**config.mk**
```make
export PLATFORM = sky130hd
export DESIGN_NAME = piarb_pio_flat
export DESIGN_NICKNAME = d
export VERILOG_FILES = /design/src/source/piarb_pkg.sv /design/src/source/piarb_slave_if.sv /design/src/source/piarb_pio.sv /design/src/flat_wrapper.sv
export VERILOG_INCLUDE_DIRS = /design/src /design/src/source
export SDC_FILE = /design/constraint.sdc
export NUM_CORES = 1
export LEC_CHECK = 0
export ABC_AREA = 1
export BUFFER_PORTS_ARGS = -buffer_cell sky130_fd_sc_hd__buf_2
export CORE_UTILIZATION = 32
export CTS_CLUSTER_SIZE = 14
export DETAILED_ROUTE_END_ITERATION = 8
export PLACE_DENSITY_LB_ADDON = 0.15
export SYNTH_ARGS = -nofsm -noshare
export SYNTH_HDL_FRONTEND = slang
export SYNTH_SLANG_ARGS = --single-unit
```
**constraint.sdc**
```tcl
create_clock -name clk -period 0.8 [get_ports clk]
set_clock_uncertainty 0.1 [all_clocks]
set_input_delay 0.16 -clock clk [delete_from_list [all_inputs] [get_ports clk]]
set_output_delay 0.16 -clock clk [all_outputs]
set_load 0.05 [all_outputs]
```
**src/source/piarb_settings.svh**
```systemverilog
// piarb settings for bus width, address split, requester count and memory depth.
`ifndef PIARB_SETTINGS_SVH
`define PIARB_SETTINGS_SVH

// ====================
// host bus.
// ====================

// one word carries both the address and the data.
`define PIO_NBITS 16

// top address bits pick the target.
`define PIARB_REGION_NBITS 2

// ====================
// targets.
// ====================

// topic memory index width, 16 words.
`define PIARB_TOPIC_AW 4

// register index width inside the arbiter region.
`define PIARB_REG_AW 3

// requesters on the arbiter.
`define PIARB_NPORTS 4

// port index width, log2 of the port count.
`define PIARB_PORT_AW 2

// grant counter width. counters wrap.
`define PIARB_CNT_NBITS 16

`endif

```
**src/source/piarb_pkg.sv**
```systemverilog
// piarb shared types for address views, target regions and the arbiter register map.
`include "piarb_settings.svh"

package piarb_pkg;

	// ====================
	// target regions.
	// ====================
	typedef enum logic [`PIARB_REGION_NBITS-1:0] {
		REGION_TOPIC_VALUE = 2'd0,	// topic value memory.
		REGION_ARB         = 2'd1,	// arbiter registers.
		REGION_RSVD        = 2'd3	// reserved, answered by the decoder itself.
	} region_e;

	// arbiter register index.
	typedef enum logic [`PIARB_REG_AW-1:0] {
		ARB_ENABLE   = 3'd0,	// port enable mask, r/w.
		ARB_LAST_GNT = 3'd1,	// {valid, .., index}, ro.
		ARB_CNT0     = 3'd2,	// grant counters, ro.
		ARB_CNT1     = 3'd3,
		ARB_CNT2     = 3'd4,
		ARB_CNT3     = 3'd5
	} arb_reg_e;

	// ====================
	// address word views.
	// ====================
	typedef struct packed {
		region_e                                                     region;
		logic [`PIO_NBITS-`PIARB_REGION_NBITS-`PIARB_TOPIC_AW-1:0] pad;
		logic [`PIARB_TOPIC_AW-1:0]                                  index;
	} mem_addr_t;

	typedef struct packed {
		region_e                                                   region;
		logic [`PIO_NBITS-`PIARB_REGION_NBITS-`PIARB_REG_AW-1:0] pad;
		arb_reg_e                                                  index;
	} reg_addr_t;

	// same bits, memory target or register target.
	typedef union packed {
		mem_addr_t mem;
		reg_addr_t regs;
	} pio_addr_u;

endpackage

```
**src/source/piarb_slave_if.sv**
```systemverilog
// piarb target bus between the PIO decoder and one target.
`include "piarb_settings.svh"

interface piarb_slave_if;

	// ====================
	// decoder to target.
	// ====================
	logic                  ms;	// bus select and region match.
	logic                  wr;	// write strobe, one clk.
	logic                  rd;	// read strobe, one clk.
	piarb_pkg::pio_addr_u  addr;	// held until ack.
	logic [`PIO_NBITS-1:0] wdata;

	// ====================
	// target to decoder.
	// ====================
	logic                  ack;	// high until ms falls.
	logic [`PIO_NBITS-1:0] rdata;	// valid with ack.

	// decoder side.
	modport master (
		output ms, wr, rd, addr, wdata,
		input  ack, rdata
	);

	// target side.
	modport slave (
		input  ms, wr, rd, addr, wdata,
		output ack, rdata
	);

endinterface

```
**src/source/piarb_pio.sv**
```systemverilog
// piarb PIO decoder, routes host accesses to one target and registers its reply.
`include "piarb_settings.svh"

module piarb_pio (
	input  logic                  clk,
	input  logic                  rst_n,
	input  logic                  clk_div,	// bus tick.
	input  logic                  reg_bs,	// bus select.
	input  logic                  reg_wr,
	input  logic                  reg_rd,
	input  logic [`PIO_NBITS-1:0] reg_addr,
	input  logic [`PIO_NBITS-1:0] reg_din,
	piarb_slave_if.master         topic_bus,
	piarb_slave_if.master         arb_bus,
	output logic                  pio_ack,
	output logic                  pio_rvalid,
	output logic [`PIO_NBITS-1:0] pio_rdata
);

	piarb_pkg::pio_addr_u  addr_w;
	logic                  reg_rd_d1;	// read seen, rvalid not shown yet.
	logic                  rd_en;
	logic                  n_ack;	// selected target reply.
	logic [`PIO_NBITS-1:0] n_rdata;
	logic                  none_sel;	// unmapped region selected.
	logic                  none_pend;	// first stage of none-selected ack.
	logic                  none_ack;	// second stage.

	assign addr_w = reg_addr;
	assign rd_en  = reg_rd | reg_rd_d1;

	// ====================
	// targets.
	// ====================

	// strobes and payload go to both, select to one.
	assign topic_bus.wr    = reg_wr;
	assign topic_bus.rd    = reg_rd;
	assign topic_bus.addr  = addr_w;
	assign topic_bus.wdata = reg_din;
	assign arb_bus.wr      = reg_wr;
	assign arb_bus.rd      = reg_rd;
	assign arb_bus.addr    = addr_w;
	assign arb_bus.wdata   = reg_din;

	always_comb begin
		topic_bus.ms = 1'b0;
		arb_bus.ms   = 1'b0;
		none_sel     = 1'b0;
		n_ack        = 1'b0;
		n_rdata      = '0;	// unmapped reads give zero.
		case (addr_w.mem.region)
			piarb_pkg::REGION_TOPIC_VALUE: begin
				topic_bus.ms = reg_bs;
				n_ack        = reg_bs & topic_bus.ack;
				n_rdata      = topic_bus.rdata;
			end
			piarb_pkg::REGION_ARB: begin
				arb_bus.ms = reg_bs;
				n_ack      = reg_bs & arb_bus.ack;
				n_rdata    = arb_bus.rdata;
			end
			default: begin
				none_sel = reg_bs;
				n_ack    = reg_bs & none_ack;
			end
		endcase
	end

	// ====================
	// host reply.
	// ====================

	// reads show rvalid first, ack only once rd_en clears.
	always_ff @(posedge clk or negedge rst_n) begin
		if (!rst_n) begin
			pio_ack    <= 1'b0;
			pio_rvalid <= 1'b0;
		end else if (clk_div) begin
			pio_ack    <= n_ack & ~rd_en;
			pio_rvalid <= reg_bs & rd_en & n_ack;
		end
	end

	// data follows the selected target each tick.
	always_ff @(posedge clk) begin
		if (clk_div) begin
			pio_rdata <= n_rdata;
		end
	end

	// delayed read flag, dropped once rvalid is out.
	always_ff @(posedge clk or negedge rst_n) begin
		if (!rst_n) begin
			reg_rd_d1 <= 1'b0;
		end else if (reg_rd) begin
			reg_rd_d1 <= reg_bs;
		end else if (pio_rvalid) begin
			reg_rd_d1 <= 1'b0;
		end
	end

	// unmapped region answers like a target, one tick behind the strobe.
	always_ff @(posedge clk or negedge rst_n) begin
		if (!rst_n) begin
			none_pend <= 1'b0;
			none_ack  <= 1'b0;
		end else if (!reg_bs) begin
			none_pend <= 1'b0;
			none_ack  <= 1'b0;
		end else begin
			if ((reg_wr | reg_rd) & none_sel) begin
				none_pend <= 1'b1;
			end
			if (clk_div) begin
				none_ack <= none_pend;
			end
		end
	end

	// rvalid and ack are separate ticks of a read.
	ack_rvalid_apart: assert property (
		@(posedge clk) disable iff (!rst_n)
		!(pio_ack && pio_rvalid)
	);

endmodule

```
**src/flat_wrapper.sv**
```systemverilog
// flat-port wrapper written by rule: the top's interface ports become plain ports
module piarb_pio_flat 
  (clk, rst_n, clk_div, reg_bs, reg_wr, reg_rd, reg_addr, reg_din, pio_ack, pio_rvalid, pio_rdata, topic_bus_ms, topic_bus_wr, topic_bus_rd, topic_bus_addr, topic_bus_wdata, topic_bus_ack, topic_bus_rdata, arb_bus_ms, arb_bus_wr, arb_bus_rd, arb_bus_addr, arb_bus_wdata, arb_bus_ack, arb_bus_rdata);
  piarb_slave_if topic_bus_i ();
  piarb_slave_if arb_bus_i ();
  input  logic clk;
  input  logic rst_n;
  input  logic clk_div;
  input  logic reg_bs;
  input  logic reg_wr;
  input  logic reg_rd;
  input  logic [`PIO_NBITS-1:0] reg_addr;
  input  logic [`PIO_NBITS-1:0] reg_din;
  output logic pio_ack;
  output logic pio_rvalid;
  output logic [`PIO_NBITS-1:0] pio_rdata;
  output wire logic [$bits(topic_bus_i.ms)-1:0] topic_bus_ms;
  output wire logic [$bits(topic_bus_i.wr)-1:0] topic_bus_wr;
  output wire logic [$bits(topic_bus_i.rd)-1:0] topic_bus_rd;
  output wire logic [$bits(topic_bus_i.addr)-1:0] topic_bus_addr;
  output wire logic [$bits(topic_bus_i.wdata)-1:0] topic_bus_wdata;
  input wire logic [$bits(topic_bus_i.ack)-1:0] topic_bus_ack;
  input wire logic [$bits(topic_bus_i.rdata)-1:0] topic_bus_rdata;
  output wire logic [$bits(arb_bus_i.ms)-1:0] arb_bus_ms;
  output wire logic [$bits(arb_bus_i.wr)-1:0] arb_bus_wr;
  output wire logic [$bits(arb_bus_i.rd)-1:0] arb_bus_rd;
  output wire logic [$bits(arb_bus_i.addr)-1:0] arb_bus_addr;
  output wire logic [$bits(arb_bus_i.wdata)-1:0] arb_bus_wdata;
  input wire logic [$bits(arb_bus_i.ack)-1:0] arb_bus_ack;
  input wire logic [$bits(arb_bus_i.rdata)-1:0] arb_bus_rdata;
  assign topic_bus_ms = topic_bus_i.ms;
  assign topic_bus_wr = topic_bus_i.wr;
  assign topic_bus_rd = topic_bus_i.rd;
  assign topic_bus_addr = topic_bus_i.addr;
  assign topic_bus_wdata = topic_bus_i.wdata;
  assign topic_bus_i.ack = topic_bus_ack;
  assign topic_bus_i.rdata = topic_bus_rdata;
  assign arb_bus_ms = arb_bus_i.ms;
  assign arb_bus_wr = arb_bus_i.wr;
  assign arb_bus_rd = arb_bus_i.rd;
  assign arb_bus_addr = arb_bus_i.addr;
  assign arb_bus_wdata = arb_bus_i.wdata;
  assign arb_bus_i.ack = arb_bus_ack;
  assign arb_bus_i.rdata = arb_bus_rdata;
  piarb_pio u_core (.clk(clk), .rst_n(rst_n), .clk_div(clk_div), .reg_bs(reg_bs), .reg_wr(reg_wr), .reg_rd(reg_rd), .reg_addr(reg_addr), .reg_din(reg_din), .topic_bus(topic_bus_i), .arb_bus(arb_bus_i), .pio_ack(pio_ack), .pio_rvalid(pio_rvalid), .pio_rdata(pio_rdata));
endmodule
```
==> results.md <==
- YS warnings: 0
- CP endpoint kind: output pin
- Filler Cells Inserted: 447
- Synth area leaders: buf_4, edfxtp_1, nand2_1
- Routability congestion estimate: 0.763
- Pin count of the biggest net entering global routing: 16
- Met2 wire length: 2.10 mm
- Post-Syn Instances: 169
- Drt pass-1 iters: 6
- RR Endpoint: u_core.pio_rvalid
- Site Rows: 24
- Critical Path AT: approximately 860 ps
- Worst r2r src: u_core.reg_rd_d1
- Worst slew margin: 0.830
- First-pass GRT wire length: 5.59 mm
- CTS Buf Count: 3
- Sw Pwr: 1020 uW
- Switching Share: 0.332
- Share of layout cells above drive strength 1: 0.571
- CTS tree: built
- Hold Crit Class: primary input to register
- Slowest CP cell: edfxtp_1
- Hold Path End: u_core.pio_rdata[0]
- Worst-Skew Late Latency: between 200 and 300 ps
- Layout area overhead: 25.6%
- Tmin final: 1120 ps
- Core Area: about 4400 um2
- Drt initial violations: 43
- Met1 wire length: 1.21 mm
- Inserted Diodes: 0
- Pwr dens: 1630 nW/um2
- Flop pwr share: 0.430
- R2R cell count: 4
- Leakage: 0.000915 uW
- Drt wl/cell: ~16 um
- Pins Over Slew Limit: 0
- Max_cap viols: 0
- Sum of negative setup slack: -5410 ps
- Nets: 262
- Die H: 70.6 um
- Dpl hpwl: 3.07 mm
- Hold Path Origin: topic_bus_rdata[0]
- Routed vias/inst: 4.63
- Post-synth top area cell: buf_4
- Clock network power share: 0.232
- Synthesized flop and latch total: 21
- Root Driver: clkbuf_8
- FMAX: 896 MHz
- Critical path type: register to output pin
- Gate power share: 0.339
- P_int: 2060 uW
- Hold Worst Slack: 69.9 ps
- Critical path startpoint category: register
- Mapped Nets: 241
- Residual DRC: 12
- Status: finished, violations left
- Hold-critical path depth: 3
- Place WS: -294 ps
- Clock Tree Buf Depth: 2
- Die area: about 5000 um2
- Failing checks: DRC, setup timing
- Die X-Extent: just over 70 um
- Post-Syn Area per Cell: 8.90 um2
- Met3 routed WL: 412 um
- Port bufs: 69
- Num ports: 160
- Initial Utilization: 0.338
- Clock sink total: 21
- RSZ-0062 raised after global routing: true
- Clock transition at the registers of the reported paths: 80 ps
- Final wirelength: 3.79 mm
- Register area share after synthesis: 0.403
- R2R Setup Slk: -100 ps
- Uppermost routed layer: met4
- Fin. Hold Viols: 0
- Power, Total: 3090 uW
- H-tree depth: 1
- Antenna viol nets, final: 0
- Final period util: 1.39
- Distinct cell type count after synthesis: 14
- Via count: 1116
- Worst Path Max Fanout: 1
- Gr ovfl total: 0
- Cell chain of the critical path: buf_6
- Post-Syn Area: 1500 um2
- Total global-route track usage: 0.147
- Final core utilization: 0.425
- VDD IR-drop max: just under 800 uV
- Final setup violation count: 23
- Crit path largest cell delay: 420 ps
- PnR worst setup slack: -316 ps
- Antenna violations before repair: 0
- Critical Path RT: 540 ps
- Vias in the first global route: 1120
- Actual slew at the worst max-slew pin: 257 ps
- Top delay family on crit path: flip-flops
- Top cell type's share of synthesized area: 0.339
- Critical path buffers and inverters: 1
registers in the layout, summed over array words and instances (netlist names):
signal / cells
u_core.pio_rdata: 16
u_core.none_ack: 1
u_core.none_pend: 1
u_core.pio_ack: 1
u_core.pio_rvalid: 1
u_core.reg_rd_d1: 1
cells in the final DEF, fill, tap and decap left out, types with 3 or more instances in the layout:
cell,count
nand3_2,6
dfrtp_1,3
buf_8,3
clkbuf_8,3
edfxtp_1,16
nand2_1,38
nand3_1,14
buf_6,28
a21oi_1,3
buf_4,9
buf_12,5
buf_2,40
power groups by stage:
stage / logic (uW) / clock network (uW) / registers, uW
after floorplan: 1090 / 0 / 1610
after global routing: 1100 / 788 / 1340
after global placement: 820 / 0 / 1330
final: 1050 / 715 / 1330
after detailed placement: 827 / 0 / 1330
after CTS: 988 / 743 / 1330
metal layers:
layer  GRT usage  up-vias
met1       0.133      505
met3      0.0570        8
met2       0.297       85
met5           0        -
met4      0.0467        0
li1            -      518
stage by stage:
step                      cell area [um2]  std cells
after floorplan                      1550        169
after global placement               1490        230
after detailed placement             1490        230
after CTS                            1780        238
after global routing                 1890        241
final                                1890        241
cells in the mapped netlist:
master,n
nand3_1,17
a21oi_1,4
edfxtp_1,16
dfrtp_1,5
inv_2,1
nand3_2,3
nand2_1,39
nor2_4,1
nor2_1,3
buf_6,4
inv_1,4
buf_4,68
o21ai_0,2
nor3_1,2
tightest hold or removal path, delay by kind of cell:
kind	cells	cell delay [ps]
buffers and inverters	1	80
and+or+nand+nor	2	80
area by class of cell:
cell class / count / area [um2] / area share
timing repair buffer: 88 / 771 / 0.408
sequential: 21 / 608 / 0.322
multi-input combinational: 71 / 377 / 0.199
tap: 52 / 65.1 / 0.0344
clock buffer: 4 / 45.0 / 0.0238
inverter: 5 / 23.8 / 0.0126
worst max path at each step:
stage                         to  slack [ps]  cells past startpoint           startpoint
floorplan           topic_bus_ms        -320                      3         reg_addr[14]
global placement      arb_bus_ms        -290                      5         reg_addr[15]
detailed placement    arb_bus_ms        -290                      5         reg_addr[15]
CTS                 pio_rdata[4]        -330                      1  u_core.pio_rdata[4]
global route        pio_rdata[4]        -350                      1  u_core.pio_rdata[4]
finish              pio_rdata[4]        -320                      1  u_core.pio_rdata[4]
kinds of logic after synthesis:
| kind of cell | synth area share |
|---|---|
| flops | 0.403 |
| compound gates | 0.0200 |
| simple gates | 0.196 |
| buf+inv | 0.382 |
repair_timing:
item | CTS | global route
hold buffers | 1 | 0
setup endpoints to repair | 31 | 35
pin swaps | 5 | 2
hold endpoints to repair | 5 | 0
gates resized for setup | 67 | 18
gates cloned | 0 | 1
buffers inserted | 3 | 2
No activity file was read; power rests on OpenSTA's default activity.
