==> config.mk <==
export PLATFORM = sky130hd
export DESIGN_NAME = piarb_topic_mem_flat
export DESIGN_NICKNAME = d
export VERILOG_FILES = /design/src/source/piarb_pkg.sv /design/src/source/piarb_slave_if.sv /design/src/source/piarb_topic_mem.sv /design/src/flat_wrapper.sv
export VERILOG_INCLUDE_DIRS = /design/src /design/src/source
export SDC_FILE = /design/constraint.sdc
export NUM_CORES = 1
export LEC_CHECK = 0
export BUFFER_PORTS_ARGS = -buffer_cell sky130_fd_sc_hd__buf_4
export CORE_MARGIN = 10
export CORE_UTILIZATION = 50
export DETAILED_ROUTE_END_ITERATION = 6
export MAX_ROUTING_LAYER = met4
export PLACE_DENSITY = 0.67
export SYNTH_ARGS = -nofsm -noshare
export SYNTH_HDL_FRONTEND = slang
export SYNTH_SLANG_ARGS = --single-unit
==> constraint.sdc <==
create_clock -name clk -period 1.6 [get_ports clk]
set_input_delay 0.16 -clock clk [delete_from_list [all_inputs] [get_ports clk]]
set_output_delay 0.16 -clock clk [all_outputs]
set_load 0.03 [all_outputs]
==> src/source/piarb_settings.svh <==
// piarb settings for bus width, address split, requester count and memory depth.
`ifndef PIARB_SETTINGS_SVH
`define PIARB_SETTINGS_SVH

// ====================
// host bus.
// ====================

// one word carries both the address and the data.
`define PIO_NBITS 16

// top address bits pick the target.
`define PIARB_REGION_NBITS 2

// ====================
// targets.
// ====================

// topic memory index width, 16 words.
`define PIARB_TOPIC_AW 4

// register index width inside the arbiter region.
`define PIARB_REG_AW 3

// requesters on the arbiter.
`define PIARB_NPORTS 4

// port index width, log2 of the port count.
`define PIARB_PORT_AW 2

// grant counter width. counters wrap.
`define PIARB_CNT_NBITS 16

`endif

==> src/source/piarb_pkg.sv <==
// piarb shared types for address views, target regions and the arbiter register map.
`include "piarb_settings.svh"

package piarb_pkg;

	// ====================
	// target regions.
	// ====================
	typedef enum logic [`PIARB_REGION_NBITS-1:0] {
		REGION_TOPIC_VALUE = 2'd0,	// topic value memory.
		REGION_ARB         = 2'd1,	// arbiter registers.
		REGION_RSVD        = 2'd3	// reserved, answered by the decoder itself.
	} region_e;

	// arbiter register index.
	typedef enum logic [`PIARB_REG_AW-1:0] {
		ARB_ENABLE   = 3'd0,	// port enable mask, r/w.
		ARB_LAST_GNT = 3'd1,	// {valid, .., index}, ro.
		ARB_CNT0     = 3'd2,	// grant counters, ro.
		ARB_CNT1     = 3'd3,
		ARB_CNT2     = 3'd4,
		ARB_CNT3     = 3'd5
	} arb_reg_e;

	// ====================
	// address word views.
	// ====================
	typedef struct packed {
		region_e                                                     region;
		logic [`PIO_NBITS-`PIARB_REGION_NBITS-`PIARB_TOPIC_AW-1:0] pad;
		logic [`PIARB_TOPIC_AW-1:0]                                  index;
	} mem_addr_t;

	typedef struct packed {
		region_e                                                   region;
		logic [`PIO_NBITS-`PIARB_REGION_NBITS-`PIARB_REG_AW-1:0] pad;
		arb_reg_e                                                  index;
	} reg_addr_t;

	// same bits, memory target or register target.
	typedef union packed {
		mem_addr_t mem;
		reg_addr_t regs;
	} pio_addr_u;

endpackage

==> src/source/piarb_slave_if.sv <==
// piarb target bus between the PIO decoder and one target.
`include "piarb_settings.svh"

interface piarb_slave_if;

	// ====================
	// decoder to target.
	// ====================
	logic                  ms;	// bus select and region match.
	logic                  wr;	// write strobe, one clk.
	logic                  rd;	// read strobe, one clk.
	piarb_pkg::pio_addr_u  addr;	// held until ack.
	logic [`PIO_NBITS-1:0] wdata;

	// ====================
	// target to decoder.
	// ====================
	logic                  ack;	// high until ms falls.
	logic [`PIO_NBITS-1:0] rdata;	// valid with ack.

	// decoder side.
	modport master (
		output ms, wr, rd, addr, wdata,
		input  ack, rdata
	);

	// target side.
	modport slave (
		input  ms, wr, rd, addr, wdata,
		output ack, rdata
	);

endinterface

==> src/source/piarb_topic_mem.sv <==
// piarb topic value memory, 16 words read and written over the target bus.
`include "piarb_settings.svh"

module piarb_topic_mem (
	input  logic         clk,
	input  logic         rst_n,
	input  logic         clk_div,	// bus tick.
	piarb_slave_if.slave bus
);

	// ====================
	// storage.
	// ====================
	logic [`PIO_NBITS-1:0] mem [2**`PIARB_TOPIC_AW];
	logic [`PIO_NBITS-1:0] rd_word;
	logic                  strobe;
	logic                  ack_tick;

	// any strobe of the current access.
	assign strobe = bus.wr | bus.rd;

	// first tick after the strobe, still selected.
	assign ack_tick = bus.ms & clk_div & ~strobe;

	// memory view of the address.
	assign rd_word = mem[bus.addr.mem.index];

	// write lands on the strobe edge.
	always_ff @(posedge clk) begin
		if (bus.ms && bus.wr) begin
			mem[bus.addr.mem.index] <= bus.wdata;
		end
	end

	// ====================
	// response.
	// ====================

	// ack holds until the decoder drops select.
	always_ff @(posedge clk or negedge rst_n) begin
		if (!rst_n) begin
			bus.ack <= 1'b0;
		end else if (!bus.ms) begin
			bus.ack <= 1'b0;	// access over.
		end else if (ack_tick) begin
			bus.ack <= 1'b1;
		end
	end

	// read word captured together with ack.
	always_ff @(posedge clk) begin
		if (ack_tick && !bus.ack) begin
			bus.rdata <= rd_word;	// write access just returns the stored word.
		end
	end

	// ====================
	// checks.
	// ====================

	// host gives one strobe kind per access.
	one_strobe: assert property (
		@(posedge clk) disable iff (!rst_n)
		bus.ms |-> !(bus.wr && bus.rd)
	);

endmodule

==> src/flat_wrapper.sv <==
// flat-port wrapper written by rule: the top's interface ports become plain ports
module piarb_topic_mem_flat 
  (clk, rst_n, clk_div, bus_ms, bus_wr, bus_rd, bus_addr, bus_wdata, bus_ack, bus_rdata);
  piarb_slave_if bus_i ();
  input  logic clk;
  input  logic rst_n;
  input  logic clk_div;
  input wire logic [$bits(bus_i.ms)-1:0] bus_ms;
  input wire logic [$bits(bus_i.wr)-1:0] bus_wr;
  input wire logic [$bits(bus_i.rd)-1:0] bus_rd;
  input wire logic [$bits(bus_i.addr)-1:0] bus_addr;
  input wire logic [$bits(bus_i.wdata)-1:0] bus_wdata;
  output wire logic [$bits(bus_i.ack)-1:0] bus_ack;
  output wire logic [$bits(bus_i.rdata)-1:0] bus_rdata;
  assign bus_i.ms = bus_ms;
  assign bus_i.wr = bus_wr;
  assign bus_i.rd = bus_rd;
  assign bus_i.addr = bus_addr;
  assign bus_i.wdata = bus_wdata;
  assign bus_ack = bus_i.ack;
  assign bus_rdata = bus_i.rdata;
  piarb_topic_mem u_core (.clk(clk), .rst_n(rst_n), .clk_div(clk_div), .bus(bus_i));
endmodule
==> summary.md, run 1 <==
| Metric | Value |
|---|---|
| Post-synth cell types | `22` |
| GP Congestion | `just over 0.8` |
| Core area | `20200 sq um` |
| R2R Path End | `u_core.bus.rdata[9]` |
| Yosys reg bits | `around 270` |
| Final period util | `0.973` |
| Critical Path Source | `bus_ms` |
| CP arrival | `1.79 ns` |
| Post-synthesis average cell area | `23.3 sq um` |
| H-tree depth | `1` |
| Met1 Usage GRT | `0.220` |
| Largest cells by area after synthesis | `edfxtp_1 (79%), mux4_2 (14%), a22oi_1 (1.9%)` |
| Setup ws final | `around 0.044 ns` |
| Yosys top cell area share | `0.793` |
| Class of the worst hold path | `input port to flip-flop` |
| Final hold violation count | `0` |
| Port Buffers | `42` |
| Post-DRT Antenna Nets | `0` |
| Sequential element share of the synthesized area | `0.796` |
| Worst Skew | `approximately 0.023 ns` |
| 1st-iter DRT viols | `between 300 and 400` |
| Share of layout cells above drive strength 1 | `0.395` |
| Row count | `52` |
| Post-DP Area | `11700 sq um` |
| Worst r2r path cells | `3` |
| Worst Hold Slack | `between 0.2 and 0.3 ns` |
| CTS root buf | `clkbuf_16` |
| Final critical-path required period | `between 1.5 and 2 ns` |
| DP Worst Slack | `-0.224 ns` |
| Crit path to | `u_core.mem[0][4]` |
| Post-CTS setup buffer count | `0` |
| Setup CP Type | `input port to flip-flop` |
| Critical-path maximum fanout | `6` |
| Area grow syn2layout | `23.2%` |
| Initial antenna violation count | `1` |
| Via count | `4967` |
| Crit path capture type | `flip-flop` |
| Reg-to-reg slack, setup | `0.16 ns` |
| Global route overflow | `0` |
| Net count after synthesis | `479` |
| Leak | `4.17 nW` |
| RR Startpoint | `u_core.mem[11][9]` |
| Slew headroom | `0.291` |
| Mapped cell area | `about 10000 sq um` |
| Power Dens Cells | `~1200 nW/um^2` |
| Worst Tran Pin Value | `1.06 ns` |
| Overall power | `around 15 mW` |
| Most common cell after layout, fill and taps aside | `edfxtp_1` |
| Global-route met3 utilization | `0.0317` |
| Data required, critical path | `between 1.5 and 2 ns` |
| Worst-skew pair later-pin latency | `between 0.5 and 0.6 ns` |
| Worst ir drop on vdd | `roughly 0.00093 V` |
| Synth area leader | `edfxtp_1` |
| Syn Inst Count | `between 400 and 500` |
| Fin area | `approximately 13000 sq um` |
| Dpl cells | `793` |
| PostCTS Resize Cnt | `0` |
| Initial core utilization | `0.509` |
| Maximum clock rate | `approximately 640 MHz` |
| Ports | `55` |
| Final Max Slew Viols | `0` |
| First-pass GRT wire length | `33300 um` |
| Vias in the first global route | `between 5000 and 6000` |
| Clk sinks | `~270` |
| Worst-path clk slew | `0.06 ns` |
| RSZ-0062 raised after global routing | `yes` |
| Final net count | `610` |
| Commonest non-fill, non-tap cells in the layout | `edfxtp_1 (272), buf_4 (86), mux4_2 (64)` |
| Grt met2 use | `0.280` |
| Pin count of the biggest net entering global routing | `29` |
| Total of max-cap violations | `0` |
| Final Non-Filler Cells | `about 860` |
| Total track usage | `0.173` |
| Post-DP HPWL | `14100 um` |
| Gr busiest metal | `met2` |
| CTS tree | `done` |
| Detail-routed via count per cell | `5.77` |
| WL/cell | `25.5 um` |
| Residual DRC | `0` |
| Total CTS buffers | `27` |
| Warnings, synthesis | `0` |
| Setup TNS | `0 ns` |
| Clock tree buffer depth | `3` |
| Critical Path Source Type | `input port` |
| Pre-antenna DRT Iters | `5` |
| Width of the die | `around 160 um` |
| Final wirelength | `between 20000 and 25000 um` |
| Status | `completed` |
| Final setup viols | `0` |
| Die Span Y | `around 160 um` |
| Util after Layout | `0.627` |
| DIE AREA | `around 27000 sq um` |
-- repair_timing --
action | CTS | global route
setup endpoints to repair | 0 | 8
hold buffers | 20 | 0
hold endpoints to repair | 258 | 0
-- power by group --
group	leakage (nW)	switching [mW]	internal [mW]
combinational	1.30	0.419	0.373
clock	0.398	2.48	3.40
sequential	2.47	0.0232	7.96
total	4.17	2.92	11.7
-- worst max-delay path: stages --
cell	delay, ns
dlygate4sd3_1	0.53
buf_4	0.15
nand2_1	0.06
or3_4	0.40
nor3_4	0.24
buf_4	0.23
-- cell families after synthesis --
family          count (synthesis)  synth area share
simple gates                   46            0.0208
mux                            64             0.140
buf+inv                        25            0.0165
flops                         273             0.796
compound gates                 33            0.0270
-- Yosys cell counts --
library cell and number:
clkbuf_1 9, nor3_1 4, nor2_1 13, and3b_1 1
buf_2 10, nand4_1 1, nor2b_1 2, a22oi_2 6
or3_1 1, nand2b_1 2, and2_1 1, nand4b_1 2
mux4_2 64, buf_12 3, buf_6 1, a22oi_1 26
nor3b_1 1, o21a_1 1, dfrtp_1 1, edfxtp_1 272
buf_4 2, nand2_1 18
-- final cells by class --
class | count | area (sq um)
Tap cell | 270 | 338
Clock buffer | 32 | 694
Clock inverter | 15 | 124
Antenna cell | 1 | 2.50
Timing Repair Buffer | 127 | 1270
Fill cell | 1365 | 7550
Multi-Input combinational cell | 143 | 2070
Sequential cell | 273 | 8190
-- state kept, by name (all words and copies together) (netlist names) --
register	flops
u_core.bus.ack	1
u_core.mem	256
u_core.bus.rdata	16
-- metal layers --
layer | wire length, um | up-vias
li1 | - | 2145
met1 | 9000 | 2616
met2 | 11300 | 162
met3 | 1130 | 44
met4 | 581 | 0
met5 | 0 | -
-- how the worst min path moves through the flow --
stage / start / to / depth (start not counted)
3_5_place_dp: rst_n / u_core.bus.ack / 1
2_1_floorplan: rst_n / u_core.bus.ack / 0
3_3_place_gp: rst_n / u_core.bus.ack / 1
6_report: bus_rd / u_core.bus.rdata[11] / 4
4_1_cts: bus_rd / u_core.bus.rdata[11] / 4
5_1_grt: bus_rd / u_core.bus.rdata[11] / 4
Power figures use the tool's default switching activity.
==> inputs of run 2 (changes only) <==
--- a/config.mk
+++ b/config.mk
@@ -10,7 +10,6 @@
 export CORE_MARGIN = 10
 export CORE_UTILIZATION = 50
 export DETAILED_ROUTE_END_ITERATION = 6
-export MAX_ROUTING_LAYER = met4
 export PLACE_DENSITY = 0.67
 export SYNTH_ARGS = -nofsm -noshare
 export SYNTH_HDL_FRONTEND = slang
==> summary.md, run 2 (synthesis gave the netlist of run 1 again) <==
| Metric | Value |
|---|---|
| Detail-routed via count per cell | `5.74` |
| Port Buffers | `42` |
| Setup TNS | `0 ns` |
| Initial antenna violation count | `1` |
| Worst-skew pair later-pin latency | `about 0.53 ns` |
| Final hold violation count | `0` |
| Final wirelength | `~22000 um` |
| Worst Skew | `0.0210 ns` |
| Worst r2r path cells | `3` |
| Width of the die | `about 160 um` |
| Post-CTS setup buffer count | `0` |
| Crit path capture type | `flip-flop` |
| Class of the worst hold path | `input port to flip-flop` |
| Clock tree buffer depth | `3` |
| Clk sinks | `273` |
| Worst-path clk slew | `0.06 ns` |
| Setup CP Type | `input port to flip-flop` |
| RR Startpoint | `u_core.mem[11][9]` |
| Data required, critical path | `1.82 ns` |
| Die Span Y | `roughly 160 um` |
| Final period util | `0.977` |
| PostCTS Resize Cnt | `0` |
| WL/cell | `25.6 um` |
| Max reg flops | `256` |
| Global route overflow | `0` |
| Total track usage | `0.168` |
| Sequential power share | `0.545` |
| Final net count | `a little over 600` |
| Final Non-Filler Cells | `860` |
| H-tree depth | `1` |
| DIE AREA | `26700 sq um` |
| Row count | `52` |
| First-pass GRT wire length | `around 33000 um` |
| Util after Layout | `0.627` |
| Power Dens Cells | `around 1200 nW/um^2` |
| Worst Hold Slack | `0.297 ns` |
| Residual DRC | `0` |
| GP Congestion | `0.807` |
| Clock network power share | `0.401` |
| Largest regs | `u_core.mem (256), u_core.bus.rdata (16), u_core.bus.ack (1)` |
| Ports | `55` |
| Worst Tran Pin Value | `slightly above 1 ns` |
| Most common cell after layout, fill and taps aside | `edfxtp_1` |
| Leak | `4.17 nW` |
| Hold_sp | `bus_rd` |
| Share of layout cells above drive strength 1 | `0.395` |
| Pin count of the biggest net entering global routing | `29` |
| Initial core utilization | `0.509` |
| Sw Share | `0.199` |
| Comb pwr share | `0.054` |
| Commonest non-fill, non-tap cells in the layout | `edfxtp_1 (272), buf_4 (86), mux4_2 (64)` |
| Status | `completed` |
| Critical-path maximum fanout | `6` |
| Reg-to-reg slack, setup | `between 0.15 and 0.2 ns` |
| Area grow syn2layout | `23.2%` |
| Critical Path Source Type | `input port` |
| Final setup viols | `0` |
| Worst ir drop on vdd | `about 0.00093 V` |
| DP Worst Slack | `-0.224 ns` |
| P_int | `around 12 mW` |
| Setup ws final | `approximately 0.038 ns` |
| Antenna cell count | `0` |
| Total of max-cap violations | `0` |
| CP arrival | `~1.8 ns` |
| R2R Path End | `u_core.bus.rdata[9]` |
| RSZ-0062 raised after global routing | `yes` |
| Dpl cells | `between 700 and 800` |
| Hold path depth | `4` |
| Slew headroom | `0.305` |
| Pre-antenna DRT Iters | `5` |
| Worst Hold End | `u_core.bus.rdata[11]` |
| CTS tree | `done` |
| Post-DRT Antenna Nets | `0` |
| Post-DP HPWL | `roughly 14000 um` |
| 1st-iter DRT viols | `approximately 430` |
| Final Max Slew Viols | `0` |
| Total CTS buffers | `27` |
| Core area | `around 20000 sq um` |
| Final critical-path required period | `approximately 1.6 ns` |
| CTS root buf | `clkbuf_16` |
| Vias in the first global route | `about 5300` |
| Psw | `between 2 and 3 mW` |
| Via count | `slightly below 5000` |
| Maximum clock rate | `around 640 MHz` |
| Top reg by flops | `u_core.mem` |
## run 2: changes by cell type in the layout (fill, tap and decap cells not counted), sizes merged
cell and delta:
diode -1
## run 2: metrics by stage
| stage | area (sq um) | total power [mW] |
|---|---|---|
| 2_1_floorplan | 10500 | 8.57 |
| 3_3_place_gp | 11700 | 8.87 |
| 3_5_place_dp | 11700 | 8.90 |
| 4_1_cts | 12700 | 14.8 |
| 5_1_grt | 12700 | 15.1 |
| 6_report | 12700 | 14.7 |
## run 2: how the worst max path moves through the flow
stage,startpoint,endpoint,slack [ns],cells after the start
3_5_place_dp,bus_addr[0],u_core.bus.rdata[9],-0.22,5
6_report,bus_ms,u_core.mem[0][7],0.04,6
4_1_cts,bus_ms,u_core.mem[0][8],0.05,6
3_3_place_gp,bus_addr[0],u_core.bus.rdata[6],-0.21,5
2_1_floorplan,bus_addr[1],u_core.mem[2][0],-0.27,5
5_1_grt,bus_ms,u_core.mem[0][7],-0.01,6
## run 2: timing repair
action | CTS | global route
endpoints found under the setup margin | 0 | 8
hold buffers | 20 | 0
endpoints found under the hold margin | 258 | 0
## run 2: final cells by class
cell class | count | area, sq um
multi-input combinational | 143 | 2070
clock inverter | 15 | 124
clock buffer | 32 | 694
tap | 270 | 338
sequential | 273 | 8190
fill | 1365 | 7550
timing repair buffer | 127 | 1270
## run 2: per-layer routing
layer / part of all wire / wire [um] / track usage / up-vias
li1: - / - / - / 2140
met1: 0.40 / 8780 / 0.219 / 2576
met2: 0.52 / 11400 / 0.281 / 174
met3: 0.057 / 1260 / 0.0320 / 43
met4: 0.026 / 578 / 0.0512 / 2
met5: 0.00032 / 7 / 0 / -
## run 2: worst max-delay path, stage by stage
cell and delay, ns:
dlygate4sd3_1 0.53, buf_4 0.15, nand2_1 0.06, or3_4 0.40, nor3_4 0.24, buf_4 0.23
## run 2: power groups by stage
stage          combinational, mW  sequential (mW)  clock (mW)
3_5_place_dp               0.761             8.14           0
5_1_grt                    0.854             7.99        6.25
2_1_floorplan              0.422             8.15           0
6_report                   0.791             7.99        5.88
4_1_cts                    0.804             7.99        5.98
3_3_place_gp               0.739             8.13           0
==> inputs of run 3 (changes only) <==
==> constraint.sdc (replaced) <==
create_clock -name clk -period 1.8 [get_ports clk]
set_input_delay 0.18 -clock clk [delete_from_list [all_inputs] [get_ports clk]]
set_output_delay 0.18 -clock clk [all_outputs]
set_load 0.03 [all_outputs]
==> summary.md, run 3 (synthesis gave the netlist of run 1 again) <==
| Metric | Value |
|---|---|
| Stages on worst setup path | `6` |
| Commonest non-fill, non-tap cells in the layout | `edfxtp_1 (272), buf_4 (87), mux4_2 (64)` |
| Post-CTS setup buffer count | `0` |
| Hold path depth | `4` |
| Initial antenna violation count | `2` |
| First-pass GRT wire length | `around 33000 um` |
| Power Dens Cells | `~1000 nW/um^2` |
| # fillers | `approximately 1400` |
| PostCTS Resize Cnt | `0` |
| Share of layout cells above drive strength 1 | `0.366` |
| Crit path buf inv count | `3` |
| Worst-path clk slew | `0.06 ns` |
| Row count | `52` |
| Area grow syn2layout | `19.9%` |
| Fin area | `roughly 12000 sq um` |
| Via count | `between 4000 and 5000` |
| CP max-delay cell | `dlygate4sd3_1` |
| Worst Skew | `about 0.007 ns` |
| Final period util | `0.882` |
| Worst Hold Slack | `~0.32 ns` |
| Final setup viols | `0` |
| Initial core utilization | `0.509` |
| Core area | `20200 sq um` |
| Crit path capture type | `flip-flop` |
| RR Startpoint | `u_core.mem[3][10]` |
| Die Span Y | `approximately 160 um` |
| Crit path largest cell delay | `~0.53 ns` |
| Clk sinks | `273` |
| Data required, critical path | `~2.0 ns` |
| Class of the worst hold path | `input port to flip-flop` |
| CTS tree | `done` |
| Total of max-cap violations | `0` |
| Maximum clock rate | `630 MHz` |
| Critical Path Source Type | `input port` |
| Sequential power share | `0.554` |
| Port Buffers | `42` |
| GP Congestion | `between 0.7 and 0.8` |
| Final hold violation count | `0` |
| Comb pwr share | `0.053` |
| Largest regs | `u_core.mem (256), u_core.bus.rdata (16), u_core.bus.ack (1)` |
| CTS Hold Bufs | `20` |
| Worst Tran Pin Value | `about 1.1 ns` |
| Critical-path cell list | `dlygate4sd3_1 -> buf_4 -> nand2_1 -> or3_1 -> nor3_2 -> buf_4` |
| RSZ-0062 raised after global routing | `no` |
| Width of the die | `around 160 um` |
| Clock tree buffer depth | `3` |
| Slew headroom | `0.285` |
| Worst ir drop on vdd | `roughly 0.00063 V` |
| Residual DRC | `0` |
| Post-DP Area | `11400 sq um` |
| Total CTS buffers | `27` |
| Worst Hold End | `u_core.bus.rdata[2]` |
| Cell family with most CP delay | `buffers and inverters` |
| Sw Share | `0.197` |
| CP arrival | `1.80 ns` |
| Footprint of the multi-input gates | `2030 sq um` |
| Pin count of the biggest net entering global routing | `39` |
| Setup CP Type | `input port to flip-flop` |
| Post-DP HPWL | `13200 um` |
| Final Max Slew Viols | `0` |
| Psw | `about 2.5 mW` |
| Ports | `55` |
| Most common cell after layout, fill and taps aside | `edfxtp_1` |
| 1st-iter DRT viols | `~480` |
| Hold_sp | `bus_addr[1]` |
| Pre-antenna DRT Iters | `5` |
| Final critical-path required period | `around 1.6 ns` |
| Storage element area | `8190 sq um` |
| Post-DRT Antenna Nets | `0` |
| Setup ws final | `0.212 ns` |
| DIE AREA | `roughly 27000 sq um` |
| Final net count | `597` |
| Total track usage | `0.161` |
| Vias in the first global route | `around 5200` |
| Most used cell, CP | `buf_4` |
| Top reg by flops | `u_core.mem` |
| Global route overflow | `0` |
| Final wirelength | `20900 um` |
| Worst-skew pair later-pin latency | `0.52 ns` |
| Leak | `roughly 4.0 nW` |
| P_int | `a little over 10 mW` |
| CTS root buf | `clkbuf_16` |
| R2R Path End | `u_core.bus.rdata[10]` |
| Max reg flops | `~260` |
| Reg-to-reg slack, setup | `0.32 ns` |
| DP Worst Slack | `-0.130 ns` |
| Detail-routed via count per cell | `between 5 and 6` |
| Clock network power share | `0.393` |
| H-tree depth | `1` |
| Util after Layout | `0.610` |
| Status | `completed` |
| WL/cell | `about 25 um` |
| Worst r2r path cells | `3` |
| Critical-path maximum fanout | `8` |
==> run 3: layout make-up <==
class                      instances  area share
tap                              270      0.0274
clock buffer                      38      0.0581
multi-input combinational        143       0.164
sequential                       273       0.664
timing repair buffer             114      0.0805
clock inverter                     9     0.00558
antenna                            1    0.000203
==> run 3: worst max path at each step <==
| stage | startpoint | to | slack, ns |
|---|---|---|---|
| final | bus_ms | u_core.mem[0][8] | 0.21 |
| after detailed placement | bus_addr[0] | u_core.bus.rdata[13] | -0.13 |
| after global placement | bus_addr[0] | u_core.bus.rdata[0] | -0.09 |
| after CTS | bus_ms | u_core.mem[0][8] | 0.23 |
| after global routing | bus_ms | u_core.mem[0][12] | 0.18 |
| after floorplan | bus_addr[1] | u_core.mem[12][0] | -0.25 |
==> run 3: power groups by stage <==
| stage | Sequential [mW] | Clock, mW | Combinational (mW) |
|---|---|---|---|
| 5_1_grt | 7.10 | 5.42 | 0.739 |
| 2_1_floorplan | 7.25 | 0 | 0.362 |
| 3_3_place_gp | 7.23 | 0 | 0.639 |
| 6_report | 7.10 | 5.03 | 0.685 |
| 4_1_cts | 7.10 | 5.14 | 0.693 |
| 3_5_place_dp | 7.23 | 0 | 0.655 |
==> run 3: tightest hold or removal path, delay by kind of cell <==
family                 cells  cell delay, ns
multiplexers               1            0.22
buffers and inverters      1            0.18
AO/OA/AOI/OAI              1            0.08
AND/OR/NAND/NOR            1            0.07
==> run 3: through the flow <==
stage                     total power [mW]  cells  setup TNS, ns
after detailed placement              7.89    780          -1.28
after floorplan                       7.61    441         -35.40
after global routing                  13.3    847              0
final                                 12.8    848              0
after CTS                             12.9    847              0
after global placement                7.87    780         -0.782
==> run 3: routing by layer <==
layer	share of wire	routed length, um	track usage	vias up
met4	0.024	500	0.0504	2
met2	0.50	10400	0.257	164
met1	0.42	8680	0.224	2598
met5	0.00062	13	0	-
met3	0.061	1280	0.0257	34
li1	-	-	-	2103
